**config.mk**
```make
export PLATFORM = sky130hd
export DESIGN_NAME = sifhTop
export DESIGN_NICKNAME = d
export VERILOG_FILES = /design/src/hw/sifhPkg.sv /design/src/hw/dataFilter.sv /design/src/hw/histBuilder.sv /design/src/hw/peakDetector.sv /design/src/hw/sifhTop.sv
export SDC_FILE = /design/constraint.sdc
export NUM_CORES = 1
export LEC_CHECK = 0
export BUFFER_PORTS_ARGS = -buffer_cell sky130_fd_sc_hd__buf_2
export CORE_MARGIN = 1.5
export CORE_UTILIZATION = 60
export CTS_BUF_LIST = sky130_fd_sc_hd__clkbuf_4
export CTS_CLUSTER_DIAMETER = 60
export DETAILED_ROUTE_END_ITERATION = 10
export PLACE_DENSITY = 0.8
export SYNTH_ARGS = -nofsm -noshare
export SYNTH_HDL_FRONTEND = slang
export SYNTH_SLANG_ARGS = --single-unit
```
**constraint.sdc**
```tcl
create_clock -name clk -period 8.45 [get_ports clk]
set_clock_uncertainty 0.15 [all_clocks]
set_input_delay 0.4225 -clock clk [delete_from_list [all_inputs] [get_ports clk]]
set_output_delay 0.4225 -clock clk [all_outputs]
set_load 0.01 [all_outputs]
```
**src/hw/sifhPkg.sv**
```systemverilog
`default_nettype none

package sifhPkg;

    // histogram builder states
    // stAcq counts strobes into the bins
    // stScan streams one bin per cycle to the peak detector
    // stClear zeroes every bin and flips the pass
    typedef enum logic [1:0] {
        stAcq,
        stScan,
        stClear
    } histStateT;

    // which histogram is being built
    // coarse covers the full sample range
    // fine covers the two-bin window around the coarse peak
    typedef enum logic {
        passCoarse,
        passFine
    } passT;

endpackage : sifhPkg

`default_nettype wire

```
**src/hw/dataFilter.sv**
```systemverilog
`timescale 1ns/1ps
`default_nettype none

module dataFilter #(
    parameter int np     = 8,
    parameter int nbLog2 = 4
) (
    input  wire logic              clk,
    input  wire logic              rstN,
    input  wire logic [np-1:0]     sample,
    input  wire logic              wrEn,
    input  wire sifhPkg::passT     hisNum,
    input  wire logic [nbLog2-1:0] peakCoarse,
    input  wire logic              coarseDone,
    output logic                   sampleStrobe,
    output logic [nbLog2-1:0]      binAddr,
    output logic                   inWindow,
    output logic [np-1:0]          windowLow
);
    import sifhPkg::*;

    // coarse bin width is 2^cwLog2 codes
    localparam int cwLog2 = np - nbLog2;
    localparam int cw     = 2 ** cwLog2;
    localparam int halfCw = cw / 2;
    localparam int twoCw  = 2 * cw;
    // highest window start that still fits in the code range
    localparam int maxLow = 2 ** np - twoCw;
    // offset bits that span the fine window
    localparam int offW   = cwLog2 + 1;

    logic [np-1:0] offset;
    logic          fineHit;
    logic [np-1:0] binLow;

    always_comb begin
        offset  = sample - windowLow;
        // inside [windowLow, windowLow + 2cw)
        fineHit = (sample >= windowLow) && (offset < twoCw);
        // low edge of the winning coarse bin
        binLow  = {peakCoarse, {cwLog2{1'b0}}};
    end

    always_ff @(posedge clk) begin
        if (!rstN) begin
            sampleStrobe <= 1'b0;
        end else begin
            sampleStrobe <= wrEn;
        end
    end

    // coarse bin is the sample MSBs, fine bin the window offset MSBs
    always_ff @(posedge clk) begin
        if (hisNum == passCoarse) begin
            binAddr  <= sample[np-1 -: nbLog2];
            inWindow <= 1'b1;
        end else begin
            binAddr  <= offset[offW-1 -: nbLog2];
            inWindow <= fineHit;
        end
    end

    // window centred on the coarse peak, clamped at both ends
    always_ff @(posedge clk) begin
        if (!rstN) begin
            windowLow <= '0;
        end else if (coarseDone) begin
            if (binLow < halfCw) begin
                windowLow <= '0;
            end else if (binLow - halfCw > maxLow) begin
                windowLow <= np'(maxLow);
            end else begin
                windowLow <= binLow - np'(halfCw);
            end
        end
    end

endmodule : dataFilter

`default_nettype wire

```
**src/hw/histBuilder.sv**
```systemverilog
`timescale 1ns/1ps
`default_nettype none

module histBuilder #(
    parameter int nbLog2     = 4,
    parameter int acqLen     = 8,
    parameter int countWidth = 4
) (
    input  wire logic              clk,
    input  wire logic              rstN,
    input  wire logic              sampleStrobe,
    input  wire logic [nbLog2-1:0] binAddr,
    input  wire logic              inWindow,
    output logic                   acqReady,
    output sifhPkg::passT          hisNum,
    output logic                   binValid,
    output logic [nbLog2-1:0]      binIdx,
    output logic [countWidth-1:0]  binCount,
    output logic                   scanLast
);
    import sifhPkg::*;

    localparam int nBins = 2 ** nbLog2;
    localparam int seenW = $clog2(acqLen + 1);

    histStateT             state;
    logic [countWidth-1:0] binCnt [nBins];
    // strobes accepted in this pass, in window or not
    logic [seenW-1:0]      seenCount;
    logic [nbLog2-1:0]     scanIdx;
    // acqReady as seen when the filter sampled wrEn
    logic                  readyDly;
    logic                  takeSample;
    logic                  lastSample;

    always_comb begin
        // strobe only counts if it was offered while ready
        takeSample = sampleStrobe && readyDly && (state == stAcq);
        lastSample = takeSample && (seenCount == seenW'(acqLen - 1));
        // drop ready early on the final sample so no strobe slips in
        acqReady   = (state == stAcq) && !lastSample;
        binValid   = (state == stScan);
        binIdx     = scanIdx;
        binCount   = binCnt[scanIdx];
        scanLast   = binValid && (scanIdx == '1);
    end

    always_ff @(posedge clk) begin
        if (!rstN) begin
            state     <= stAcq;
            hisNum    <= passCoarse;
            seenCount <= '0;
            scanIdx   <= '0;
            readyDly  <= 1'b0;
            for (int i = 0; i < nBins; i++) begin
                binCnt[i] <= '0;
            end
        end else begin
            readyDly <= acqReady;
            case (state)
                stAcq: begin
                    if (takeSample) begin
                        seenCount <= seenCount + 1'b1;
                        // out-of-window fine samples only bump the count
                        if (inWindow) begin
                            binCnt[binAddr] <= binCnt[binAddr] + 1'b1;
                        end
                    end
                    if (lastSample) begin
                        state   <= stScan;
                        scanIdx <= '0;
                    end
                end
                stScan: begin
                    // bins go out in index order, 0 first
                    scanIdx <= scanIdx + 1'b1;
                    if (scanLast) begin
                        state <= stClear;
                    end
                end
                default: begin
                    // single clear cycle then swap passes
                    for (int i = 0; i < nBins; i++) begin
                        binCnt[i] <= '0;
                    end
                    seenCount <= '0;
                    hisNum    <= (hisNum == passCoarse) ? passFine : passCoarse;
                    state     <= stAcq;
                end
            endcase
        end
    end

endmodule : histBuilder

`default_nettype wire

```
**src/hw/peakDetector.sv**
```systemverilog
`timescale 1ns/1ps
`default_nettype none

module peakDetector #(
    parameter int nbLog2     = 4,
    parameter int countWidth = 4
) (
    input  wire logic                  clk,
    input  wire logic                  rstN,
    input  wire logic                  binValid,
    input  wire logic [nbLog2-1:0]     binIdx,
    input  wire logic [countWidth-1:0] binCount,
    input  wire logic                  scanLast,
    input  wire sifhPkg::passT         hisNum,
    output logic [nbLog2-1:0]          peakCoarse,
    output logic [nbLog2-1:0]          peakFine,
    output logic                       coarseDone,
    output logic                       resultValid
);
    import sifhPkg::*;

    // running maximum over the current scan
    logic [countWidth-1:0] maxCount;
    logic [nbLog2-1:0]     maxIdx;
    logic                  takeBin;
    logic [nbLog2-1:0]     bestIdx;

    always_comb begin
        // bin 0 restarts the search, strict compare keeps the lowest index
        takeBin = (binIdx == '0) || (binCount > maxCount);
        bestIdx = takeBin ? binIdx : maxIdx;
    end

    always_ff @(posedge clk) begin
        if (binValid && takeBin) begin
            maxCount <= binCount;
            maxIdx   <= binIdx;
        end
    end

    // result lands one cycle after scanLast
    always_ff @(posedge clk) begin
        if (!rstN) begin
            peakCoarse  <= '0;
            peakFine    <= '0;
            coarseDone  <= 1'b0;
            resultValid <= 1'b0;
        end else begin
            coarseDone  <= 1'b0;
            resultValid <= 1'b0;
            if (scanLast) begin
                if (hisNum == passCoarse) begin
                    peakCoarse <= bestIdx;
                    coarseDone <= 1'b1;
                end else begin
                    peakFine    <= bestIdx;
                    resultValid <= 1'b1;
                end
            end
        end
    end

endmodule : peakDetector

`default_nettype wire

```
**src/hw/sifhTop.sv**
```systemverilog
`timescale 1ns/1ps
`default_nettype none

module sifhTop #(
    parameter int np         = 8,
    parameter int nbLog2     = 4,
    parameter int acqLen     = 8,
    parameter int countWidth = 4
) (
    input  wire logic         clk,
    input  wire logic         rstN,
    input  wire logic [np-1:0] sample,
    input  wire logic         wrEn,
    output logic              acqReady,
    output logic [nbLog2-1:0] peakCoarse,
    output logic [nbLog2-1:0] peakFine,
    output logic [np-1:0]     windowLow,
    output logic              resultValid
);
    import sifhPkg::*;

    // pass flag shared by all three blocks
    passT                  hisNum;
    // filter to builder
    logic                  sampleStrobe;
    logic [nbLog2-1:0]     binAddr;
    logic                  inWindow;
    // builder scan stream
    logic                  binValid;
    logic [nbLog2-1:0]     binIdx;
    logic [countWidth-1:0] binCount;
    logic                  scanLast;
    // coarse peak ready, loads the window
    logic                  coarseDone;

    dataFilter #(
        .np     (np),
        .nbLog2 (nbLog2)
    ) filter0 (
        .clk          (clk),
        .rstN         (rstN),
        .sample       (sample),
        .wrEn         (wrEn),
        .hisNum       (hisNum),
        .peakCoarse   (peakCoarse),
        .coarseDone   (coarseDone),
        .sampleStrobe (sampleStrobe),
        .binAddr      (binAddr),
        .inWindow     (inWindow),
        .windowLow    (windowLow)
    );

    histBuilder #(
        .nbLog2     (nbLog2),
        .acqLen     (acqLen),
        .countWidth (countWidth)
    ) builder0 (
        .clk          (clk),
        .rstN         (rstN),
        .sampleStrobe (sampleStrobe),
        .binAddr      (binAddr),
        .inWindow     (inWindow),
        .acqReady     (acqReady),
        .hisNum       (hisNum),
        .binValid     (binValid),
        .binIdx       (binIdx),
        .binCount     (binCount),
        .scanLast     (scanLast)
    );

    peakDetector #(
        .nbLog2     (nbLog2),
        .countWidth (countWidth)
    ) peak0 (
        .clk         (clk),
        .rstN        (rstN),
        .binValid    (binValid),
        .binIdx      (binIdx),
        .binCount    (binCount),
        .scanLast    (scanLast),
        .hisNum      (hisNum),
        .peakCoarse  (peakCoarse),
        .peakFine    (peakFine),
        .coarseDone  (coarseDone),
        .resultValid (resultValid)
    );

endmodule : sifhTop

`default_nettype wire

```
* After elaboration in Yosys (flattened, before gate mapping) *
Memory sizes are Yosys's and may differ from the RTL's. A register that Yosys moved wholly into a read port is not among the register bits.
Index checks and enable logic that the tools add are counted.

storage, ports and cells
  memory bits (writable) = 64
  logic and storage cells = 114
  memories = 1
  register bits after elaboration = 44

memory list
  memory           depth  bits a word  rd ports  clocked after Yosys merged registers in  write ports  RTL line           source
  builder0.binCnt  16     4            2         2                                        16           histBuilder.sv:27  logic [countWidth-1:0] binCnt [nBins];

operators by class
  add/sub/neg operators = 6
  bitwise operators = 18
  magnitude comparators = 5
  reduce and logical (&&, ||, !) cells = 20
  muxes and demuxes = 43
  eq/ne operators = 6

operators by type and width
  operator                                                        number
  2-to-1 mux 4 bit                                                24
  greater-than comparator 32 x 8 -> 1 bit, second input constant  1
  2-to-1 mux 8 bit                                                2
  bitwise OR 1 bit                                                16
  one-hot mux 4 bit (2 select lines)                              2
  adder 4 x 1 -> 4 bit, second input constant                     3
  2-to-1 mux 1 bit                                                12
  AND reduction 2 bit                                             6
  subtractor 8 x 4 -> 9 bit, second input constant                1
  greater-or-equal comparator 8 bit                               1
  < comparator 8 x 4 -> 1 bit, second input constant              1
  < comparator 8 x 6 -> 1 bit, second input constant              1
  subtractor 8 x 4 -> 8 bit, second input constant                1
  subtractor 8 bit                                                1
  logical AND 1 bit                                               7
  equality test 4 x 3 -> 1 bit, second input constant             1
  equality test 4 bit, second input constant                      1
  greater-than comparator 4 bit                                   1
  logical NOT 4 bit                                               1
  2-to-1 mux 2 bit                                                2
  != test 2 x 1 -> 1 bit, second input constant                   2
  one-hot mux 2 bit (2 select lines)                              1
  OR reduction 4 bit                                              1
  equality test 2 x 1 -> 1 bit, second input constant             1
  other kinds (7)                                                 8

* Longest topological paths before layout *
Gate-level depths: netlist of run 1.

  depth in word-level cells = 8
  gate-level depth with buffers = 11

* Modules after synthesis *
Synthesis of run 1 repeated with hierarchy kept, for this count alone.

second synthesis, totals
  cells, all modules = 454
  area total of the unflattened synthesis = 5510.3 sq um

modules (own cells, without submodules)
  module        instances  seq. area each (sq um)  area an instance (sq um)  cells each
  histBuilder   1          2242.2                  4046.4                    306
  peakDetector  1          440.4                   797.0                     70
  dataFilter    1          220.2                   666.9                     78

* Worst setup path after synthesis of run 1 *
OpenSTA, ideal clock, no wires.

  path type = register to register
  from = register (tool-made name)
  to = register peak0.maxCount[0] (enable)
  path slack = 4.646 ns
  buffers on the path = 2
  period minus slack after synthesis = 3.804 ns
  cell stages (with the launch flop) = 11
  required time = 7.925 ns
  data arrival time = 3.279 ns
  path through = dfxtp_1 -> clkbuf_1 -> buf_2 -> mux4_2 -> mux4_2 -> ha_1 -> nor2b_1 -> o21a_1 -> o21a_1 -> o21ai_1 -> a21oi_1

RTL lines
  what                    RTL line            source
  end signal: assignment  peakDetector.sv:36  maxCount <= binCount;
  end: declaration        peakDetector.sv:23  logic [countWidth-1:0] maxCount;

==> flow_summary_export.csv, run 1 <==
group,metric,value,unit
clocking,clk_path_buf_depth,2,
worst_setup_path,cp.required,8.40,ns
clocking,cts_setup_buffers,0,
drt,wirelength,10700,um
timing,period_share,50.9,%
clocking,cts_resized,0,
timing,final.setup.tns,0,ns
timing,clock.fmax,232,MHz
die,die_area,0.00951,sq mm
worst_setup_path,timing_worst_setup_path_type,"reg2reg",
clocking,clk_latency,0.47,ns
logic_synthesis,syn_inst,443,
drt,drc,0,
layout,areaGrowthSynthToFinish,5.56,%
global_routing,grt_max_degree,28,
worst_setup_path,regToRegEndpoint,"peak0.maxCount[3]",
drt,wl_met3,696,um
logic_synthesis,synth_top_area_cell,"edfxtp_1",
logic_synthesis,yosys_warnings,0,
die,ios,29,
global_routing,grt_pass1_wl,17600,um
worst_setup_path,worst_path_max_delay_cell,"dfxtp_1",
drt,wl_met1,4320,um
die,dieHeight,97.5,um
drt,vias,3541,
drt,drt_iter0_drc,229,
placed_design,gp_congestion,0.842,
clocking,cts_made_buffers,9,
layout,drive_gt1_share,18.7,%
logic_synthesis,ys_ff_latch,109,
power,ir_worst_vdd,0.108,mV
clocking,clockRootBuffer,"clkbuf_4",
timing,finalMaxSlewViolations,0,
timing,tightest_slew,1.08,ns
timing,rsz0062_at_grt,"false",
min_path,hp-class,"in2reg",
die,start_util,61.8,%
logic_synthesis,synthesis.area,0.00536,sq mm
placed_design,placedCellCount,557,
placed_design,hpwl,7670,um
timing,setup_violations,0,
drt,avgViaCountPerCell,6.18,
min_path,min_from,"sample[1]",
drt,top_layer_used,"met4",
worst_setup_path,critical_path.max_fanout,16,
worst_setup_path,reg2reg_depth,8,
drt,antenna_left,0,
logic_synthesis,synth-seq-area-share,54.2,%
layout,fin_nets,486,
run,drv_cap,0,
worst_setup_path,end_kind,"register",
logic_synthesis,synth_area_leaders,"edfxtp_1 (40%), mux4_2 (16%), dfxtp_1 (14%)",
logic_synthesis,synthFlopType,"edfxtp_1",
global_routing,track_usage,23.9,%
worst_setup_path,crit_path_start_kind,"register",
clocking,cts_tree,"done",
global_routing,first_global_vias,3527,
logic_synthesis,syn_area_per_cell,12.1,sq um
die,die_w,97.5,um
global_routing,grt-ovfl-total,0,
die,placementRows,34,
min_path,holdPathEnd,"filter0.binAddr[0]",
worst_setup_path,r2r_slack,4.15,ns
worst_setup_path,worstPathCellList,"mux4_2 > mux4_2 > ha_1 > nor2b_1 > o21a_1 > o21a_1 > o21ai_1 > a21oi_1",
clocking,htree_levels,3,
global_routing,antenna_found_initial,0,
logic_synthesis,async_flop_share,0,%
drt,first_pass_iters,5,
worst_setup_path,cpPeakStageDelay,1.07,ns
worst_setup_path,crit_arrival,4.25,ns
drt,wl_per_cell,18.7,um
layout,antennaDiodeCount,0,
clocking,ctsHoldBuffers,0,
timing,min_period,4.30,ns
timing,hold_viol,0,
min_path,whs_path_depth,3,
die,core,0.00868,sq mm
outcome,status,"finished, final reports clean",
logic_synthesis,synth_common_cells,"nor2_1 (78), edfxtp_1 (72), nand2_1 (44), mux4_2 (38), dfxtp_1 (37)",
logic_synthesis,synth_top_cell_area_share,40.3,%
placed_design,io_buffers,24,
clocking,path_clk_slew,0.16,ns
logic_synthesis,synth_edf_count,72,
logic_synthesis,synth_most_common_cell,"nor2_1",
layout,layout.cells.non_filler,573,
power,leakagePower,2.12,nW
clocking,cts.sinks,109,
drt,wl_met2,5500,um
logic_synthesis,synthDistinctLibCells,42,
timing,slew_headroom,28.1,%
power,p_per_area,160,mW/mm^2
## sequential cells by signal, summed over array words and instances, names as in the netlist, named ones only
name / cells
peak0.maxIdx: 4
filter0.windowLow: 5
builder0.state: 2
filter0.inWindow: 1
peak0.maxCount: 4
peak0.coarseDone: 1
builder0.readyDly: 1
peak0.resultValid: 1
builder0.binIdx: 4
filter0.sampleStrobe: 1
builder0.seenCount: 4
builder0.binCnt: 64
builder0.hisNum: 1
filter0.binAddr: 4
peak0.peakCoarse: 4
peak0.peakFine: 4
## critical path, delay by kind of cell (launching register included)
kind | cells | cell delay (ns)
AO/OA/AOI/OAI | 4 | 1.10
flip-flops | 1 | 1.07
multiplexers | 2 | 1.15
adder cells (fa/ha/maj) | 1 | 0.32
AND/OR/NAND/NOR | 1 | 0.14
## cell type report
class,instances,area [sq um]
Multi-Input combinational cell,293,2280
Fill cell,673,3020
Clock buffer,10,75.1
Sequential cell,109,2900
Timing Repair Buffer,27,143
Inverter,20,75.1
Clock inverter,6,46.3
Tap cell,108,135
## stage by stage
stage | utilization, % | instance area [sq um] | hold slack, ns | total power [mW] | setup WS [ns]
after detailed placement | 63.8 | 5540 | 0.350 | 0.679 | 4.09
after global routing | 65.2 | 5660 | 0.0139 | 0.932 | 3.81
final | 65.2 | 5660 | 0.0161 | 0.906 | 4.15
after CTS | 65.2 | 5660 | 0.00890 | 0.907 | 4.06
after global placement | 63.8 | 5540 | 0.338 | 0.676 | 4.22
after floorplan | - | 5370 | 0.321 | 0.654 | 4.65
## cells in the final DEF (no fill, tap or decap), types with 2 or more instances in the layout
cell type  synthesis  layout
dfxtp_1           37      37
nor3b_1            4       4
o21a_1             3       3
a21oi_1           12      12
o311ai_0           2       2
a22oi_1            5       5
edfxtp_1          72      72
nand3_1            6       6
nand2b_1           6       6
mux2i_1            4       4
inv_1             20      20
nand4_1            2       2
mux4_2            38      38
nor3_1             2       2
nor2b_1           11      11
nand2_1           44      44
nor2_1            78      78
xor2_1             3       3
conb_1             1       3
o211ai_1           2       2
ha_1              14      14
clkbuf_4           0      10
buf_2              3      24
clkinv_4           0       2
a31oi_1            5       5
and3_1             3       3
o21ai_0           20      20
buf_4              3       3
inv_6              0       2
a21boi_0           2       2
and2_1            11      11
## power by group
group / internal, mW / total [mW] / switching [mW]
registers: 0.579 / 0.587 / 0.00792
clock network: 0.0671 / 0.238 / 0.171
logic: 0.0284 / 0.0805 / 0.0521
## logic make-up after synthesis
kind of cell / synth area share (%)
simple gates: 14.0
flops: 54.2
compound gates: 6.51
mux: 16.9
buf+inv: 3.57
fa+ha+maj: 3.64
xor+xnor: 1.12
other cells: 0.0700
## worst max-delay path by stage
stage | end | slack, ns | depth (start not counted)
4_1_cts | peak0.maxCount[0] | 4.06 | 8
3_5_place_dp | peak0.maxCount[2] | 4.09 | 8
6_report | peak0.maxCount[3] | 4.15 | 8
3_3_place_gp | peak0.maxCount[3] | 4.22 | 8
2_1_floorplan | peak0.maxCount[0] | 4.65 | 10
5_1_grt | peak0.maxCount[3] | 3.81 | 8
## per-layer routing
layer  vias up  global-route usage, %
li1       1634                      -
met1      1757                   30.9
met2       131                   41.1
met3        19                   4.82
met4         0                   7.36
met5         -                      0
(Power assumes the default switching activity.)
==> inputs of run 2 (changes only) <==
--- a/config.mk
+++ b/config.mk
@@ -7,7 +7,7 @@
 export LEC_CHECK = 0
 export BUFFER_PORTS_ARGS = -buffer_cell sky130_fd_sc_hd__buf_2
 export CORE_MARGIN = 1.5
-export CORE_UTILIZATION = 60
+export CORE_UTILIZATION = 57
 export CTS_BUF_LIST = sky130_fd_sc_hd__clkbuf_4
 export CTS_CLUSTER_DIAMETER = 60
 export DETAILED_ROUTE_END_ITERATION = 10
==> constraint.sdc (replaced) <==
create_clock -name clk -period 3.8 [get_ports clk]
set_clock_uncertainty 0.15 [all_clocks]
set_input_delay 0.19 -clock clk [delete_from_list [all_inputs] [get_ports clk]]
set_output_delay 0.19 -clock clk [all_outputs]
set_load 0.01 [all_outputs]
==> run 2 against run 1 <==
Against the previous run:
- core utilization shrank 1.4 points
- register-to-register slack got worse by 3.8 ns
- first-iteration DRC count is 28% higher
- hold slack improved by 0.047 ns
- clock power increased to 2.6 times the previous value
- power is 130% higher
- worst setup slack worse by 3.8 ns
- routed wire length is 0.79% higher
- combinational power is 130% higher
- sequential power up 120%
- critical endpoint is now peak0.peakCoarse[3]
- largest power group unchanged
==> flow_summary_export.csv, run 2 (same netlist as run 1, synthesis figures left out) <==
group,metric,value,unit
worst_setup_path,cp_num_buf_inv,0,
layout,fin_nets,504,
global_routing,grt_max_degree,28,
clocking,clk_latency,0.47,ns
worst_setup_path,r2r_slack,0.32,ns
drt,avgViaCountPerCell,6.00,
drt,vias,3570,
clocking,cts_tree,"done",
timing,setup_violations,0,
clocking,clk_path_buf_depth,2,
worst_setup_path,cpPeakStageDelay,0.68,ns
placed_design,gp_congestion,0.845,
die,core,0.00920,sq mm
die,die_w,100,um
placed_design,hpwl,7770,um
outcome,status,"finished, final reports clean",
power,leakagePower,2.22,nW
die,start_util,58.3,%
worst_setup_path,worst_path_max_delay_cell,"dfxtp_1",
worst_setup_path,critical_path.top_delay_family,"multiplexers",
worst_setup_path,end_kind,"register",
timing,tightest_slew,1.17,ns
clocking,path_clk_slew,0.18,ns
worst_setup_path,crit_end,"peak0.peakCoarse[3]",
die,ios,29,
timing,period_share,91.7,%
worst_setup_path,worstPathCellList,"mux4_2 > mux4_2 > ha_1 > nor2b_1 > o21a_1 > o21a_1 > o21ai_1 > mux2i_1 > a21oi_1",
global_routing,track_usage,23.3,%
power,power,2.12,mW
clocking,htree_levels,3,
power,p_per_area,362,mW/mm^2
clocking,cts.sinks,109,
die,die_area,0.00999,sq mm
worst_setup_path,crit_arrival,3.68,ns
die,placementRows,35,
layout,reg_top3,"builder0.binCnt: 64 flops, filter0.windowLow: 5 flops",
layout,mostFrequentLayoutCells,"nor2_1 (78), edfxtp_1 (72), nand2_1 (44), mux4_2 (38), dfxtp_1 (36)",
layout,drive_gt1_share,19.9,%
worst_setup_path,reg2reg_depth,9,
drt,wirelength,10800,um
worst_setup_path,timing_worst_setup_path_type,"reg2reg",
layout,areaGrowthSynthToFinish,9.41,%
global_routing,antenna_found_initial,1,
timing,min_period,3.48,ns
power,ir_worst_vdd,0.223,mV
global_routing,first_global_vias,3514,
drt,antenna_left,0,
drt,first_pass_iters,5,
timing,final.setup.tns,0,ns
timing,hold_viol,0,
layout,top_register,"builder0.binCnt",
layout,fin_util,63.8,%
drt,drc,0,
timing,slew_headroom,21.6,%
drt,drt_iter0_drc,292,
min_path,whs_path_depth,4,
layout,final_common_cell,"nor2_1",
global_routing,grt_pass1_wl,17300,um
timing,rsz0062_at_grt,"false",
worst_setup_path,cp.required,4.00,ns
worst_setup_path,regToRegEndpoint,"peak0.peakCoarse[3]",
placed_design,io_buffers,24,
clocking,cts_setup_buffers,0,
worst_setup_path,crit_cells,9,
run,drv_cap,0,
drt,wl_per_cell,18.2,um
timing,finalMaxSlewViolations,0,
clocking,clockRootBuffer,"clkbuf_4",
worst_setup_path,critical_path.max_fanout,11,
clocking,cts_made_buffers,9,
min_path,hp-class,"in2reg",
layout,largest_reg_flops,64,
worst_setup_path,crit_path_start_kind,"register",
timing,clock.fmax,287,MHz
die,dieHeight,100,um
global_routing,grt-ovfl-total,0,
==> run 2: how the worst min path moves through the flow <==
stage / startpoint / to
after floorplan: sample[1] / filter0.binAddr[0]
after global placement: wrEn / filter0.sampleStrobe
after detailed placement: wrEn / filter0.sampleStrobe
after CTS: sample[4] / filter0.binAddr[3]
after global routing: sample[4] / filter0.binAddr[3]
final: sample[4] / filter0.binAddr[3]
==> run 2: layer usage <==
layer / vias up / global-route usage [%] / share of wire, %
met2: 154 / 37.3 / 48
li1: 1677 / - / -
met1: 1704 / 29.8 / 40
met3: 35 / 5.22 / 7.6
met5: - / 0 / 0
met4: 0 / 12.8 / 3.8
==> run 2: final cells by class <==
cell class / instances / area (sq um)
multi-input cells: 293 / 2280
clock buffers: 9 / 67.6
flip-flops and latches: 109 / 2900
clock inverters: 7 / 96.3
well taps: 111 / 139
repair buffers: 45 / 303
fillers: 701 / 3330
diodes: 1 / 2.50
inverters: 20 / 75.1
==> run 2: worst reg2reg max path: stages, from the launching register on <==
cell,delay [ns]
dfxtp_1,0.68
mux4_2,0.40
mux4_2,0.50
ha_1,0.33
nor2b_1,0.13
o21a_1,0.16
o21a_1,0.18
o21ai_1,0.42
mux2i_1,0.32
a21oi_1,0.11
==> run 2: per-stage QoR <==
| step | setup slack, ns | instance area [sq um] | hold WS, ns | std cells |
|---|---|---|---|---|
| floorplan | 0.0783 | 5370 | 0.153 | 445 |
| global placement | 0.282 | 5600 | 0.257 | 568 |
| detailed placement | 0.198 | 5600 | 0.259 | 568 |
| CTS | 0.178 | 5860 | 0.0628 | 594 |
| global route | 0.150 | 5860 | 0.0784 | 595 |
| finish | 0.316 | 5860 | 0.0627 | 595 |
==> run 2: timing repair <==
action | in CTS | in global routing
hold buffers | 10 | 0
setup endpoints to repair | 0 | 3
hold endpoints to repair | 22 | 0
resized for setup | 0 | 1
==> run 2: where the power goes <==
part / switching [mW] / leakage, nW / internal [mW]
Clock: 0.382 / 0.0927 / 0.246
Sequential: 0.0231 / 1.03 / 1.29
Combinational: 0.111 / 1.10 / 0.0743
Total: 0.516 / 2.22 / 1.61
==> inputs of run 3 (changes only) <==
--- a/config.mk
+++ b/config.mk
@@ -11,7 +11,7 @@
 export CTS_BUF_LIST = sky130_fd_sc_hd__clkbuf_4
 export CTS_CLUSTER_DIAMETER = 60
 export DETAILED_ROUTE_END_ITERATION = 10
-export PLACE_DENSITY = 0.8
+export PLACE_DENSITY = 0.78
 export SYNTH_ARGS = -nofsm -noshare
 export SYNTH_HDL_FRONTEND = slang
 export SYNTH_SLANG_ARGS = --single-unit
==> run 3 against run 2 <==
Against the previous run:
- combinational power about the same
- cell area shrank 0.66%
- register-to-register slack worse by 0.02 ns
- sequential power hardly changed
- die area unchanged
- critical path depth shrank 1
- final cell count fell by 0.84%
- maximum frequency down 0.63%
- global-route usage rose by 0.55 points
- hold slack got worse by 0.019 ns
- largest cell class unchanged
- largest power group unchanged
==> flow_summary_export.csv, run 3 (same netlist as run 1, synthesis figures left out) <==
group,metric,value,unit
outcome,status,"finished, final reports clean",
drt,vias,3527,
drt,avgViaCountPerCell,5.98,
timing,clock.fmax,285,MHz
layout,fin_nets,500,
die,placementRows,35,
layout,largest_reg_flops,64,
timing,fin_hold_ws,0.0433,ns
drt,wl_met1,4460,um
global_routing,grt_max_degree,28,
die,ios,29,
worst_setup_path,crit_arrival,3.54,ns
power,p_per_area,360,mW/mm^2
placed_design,placed_area,0.00559,sq mm
die,die_w,100,um
worst_setup_path,timing_worst_setup_path_type,"reg2reg",
global_routing,antenna_found_initial,0,
clocking,cts_setup_buffers,0,
timing,period_share,92.3,%
layout,fin_util,63.3,%
clocking,cts.sinks,109,
placed_design,io_buffers,24,
power,ir_worst_vdd,0.233,mV
drt,drt_iter0_drc,328,
timing,rsz0062_at_grt,"false",
worst_setup_path,crit_path_start_kind,"register",
global_routing,track_usage,23.8,%
clocking,ctsHoldBuffers,9,
layout,antennaDiodeCount,0,
layout,top_register,"builder0.binCnt",
drt,antenna_left,0,
timing,tightest_slew,0.956,ns
run,drv_cap,0,
clocking,cts_tree,"done",
placed_design,place_ws,0.320,ns
die,dieHeight,100,um
clocking,htree_levels,3,
global_routing,grt-ovfl-total,0,
drt,wl_per_cell,18.5,um
layout,layout.cells.non_filler,590,
power,leakagePower,2.20,nW
worst_setup_path,cp.required,3.84,ns
worst_setup_path,crit_cells,8,
min_path,hp-class,"in2reg",
die,start_util,58.3,%
layout,fin_area,0.00583,sq mm
timing,finalWorstSetupSlack,0.294,ns
worst_setup_path,reg2reg_depth,8,
layout,drive_gt1_share,19.2,%
worst_setup_path,critical_path.max_fanout,12,
layout,mostFrequentLayoutCells,"nor2_1 (78), edfxtp_1 (72), nand2_1 (44), mux4_2 (38), dfxtp_1 (37)",
clocking,cts_resized,0,
drt,drc,0,
drt,wl_met2,5480,um
timing,finalMaxSlewViolations,0,
timing,min_period,3.51,ns
timing,setup_violations,0,
global_routing,grt_pass1_wl,17600,um
drt,top_layer_used,"met4",
layout,fill_cells,716,
power,power,2.10,mW
clocking,clockRootBuffer,"clkbuf_4",
layout,areaGrowthSynthToFinish,8.68,%
worst_setup_path,worstPathCellList,"mux4_2 > mux4_2 > ha_1 > nor2b_1 > o21a_1 > o21a_1 > o21ai_1 > a21oi_2",
worst_setup_path,critical_path.top_delay_family,"compound AO/OA/AOI/OAI gates",
timing,hold_viol,0,
worst_setup_path,cp_num_buf_inv,0,
worst_setup_path,worst_path_max_delay_cell,"dfxtp_1",
die,die_area,0.00999,sq mm
layout,reg_top3,"builder0.binCnt: 64 flops, filter0.windowLow: 5 flops",
die,core,0.00920,sq mm
worst_setup_path,end_kind,"register",
clocking,cts_made_buffers,9,
drt,first_pass_iters,5,
min_path,whs_path_depth,4,
clocking,clk_path_buf_depth,2,
drt,wirelength,10900,um
worst_setup_path,r2r_slack,0.29,ns
placed_design,placedCellCount,565,
clocking,clk_latency,0.47,ns
timing,slew_headroom,36.1,%
worst_setup_path,cpPeakStageDelay,0.73,ns
placed_design,hpwl,7880,um
drt,wl_met3,829,um
global_routing,first_global_vias,3484,
clocking,path_clk_slew,0.15,ns
timing,final.setup.tns,0,ns
placed_design,gp_congestion,0.874,
layout,final_common_cell,"nor2_1",
run 3: cell types whose count changed in the layout (fill, tap and decap cells not counted), sizes merged:
cell         previous run  this run
buf                    35        32
diode                   1         0
bufinv                  2         1
dlygate4sd3            10         9
inv                    22        23
run 3: where the power goes:
part           leakage, nW  internal, mW  switching, mW
Clock               0.0842         0.212          0.393
Sequential            1.03          1.29         0.0230
Combinational         1.08        0.0737          0.110
run 3: cell type report:
class / count / area (sq um) / share of cell area (%)
Timing Repair Buffer: 41 / 283 / 4.85
Tap cell: 111 / 139 / 2.38
Clock inverter: 7 / 81.3 / 1.40
Inverter: 20 / 75.1 / 1.29
Clock buffer: 9 / 67.6 / 1.16
Sequential cell: 109 / 2900 / 49.8
Multi-Input combinational cell: 293 / 2280 / 39.1
run 3: path summary, 6_finish.rpt:
| kind | start | end |
|---|---|---|
| max | register | peak0.maxCount[1] |
| min | sample[4] | filter0.binAddr[3] |
| max reg2reg | register | peak0.maxCount[1] |
| min reg2reg | builder0.seenCount[1] | builder0.seenCount[1] |
run 3: tightest hold or removal path: cells and delay by family:
| kind | cells | cell delay (ns) |
|---|---|---|
| adders and majority gates | 1 | 0.17 |
| buffers and inverters | 2 | 0.20 |
| muxes | 1 | 0.06 |
run 3: routing by layer:
metal  vias up  GRT usage [%]
met5         -              0
met4         0           9.97
met3        14           5.08
met2       138           38.9
met1      1707           31.3
li1       1668              -
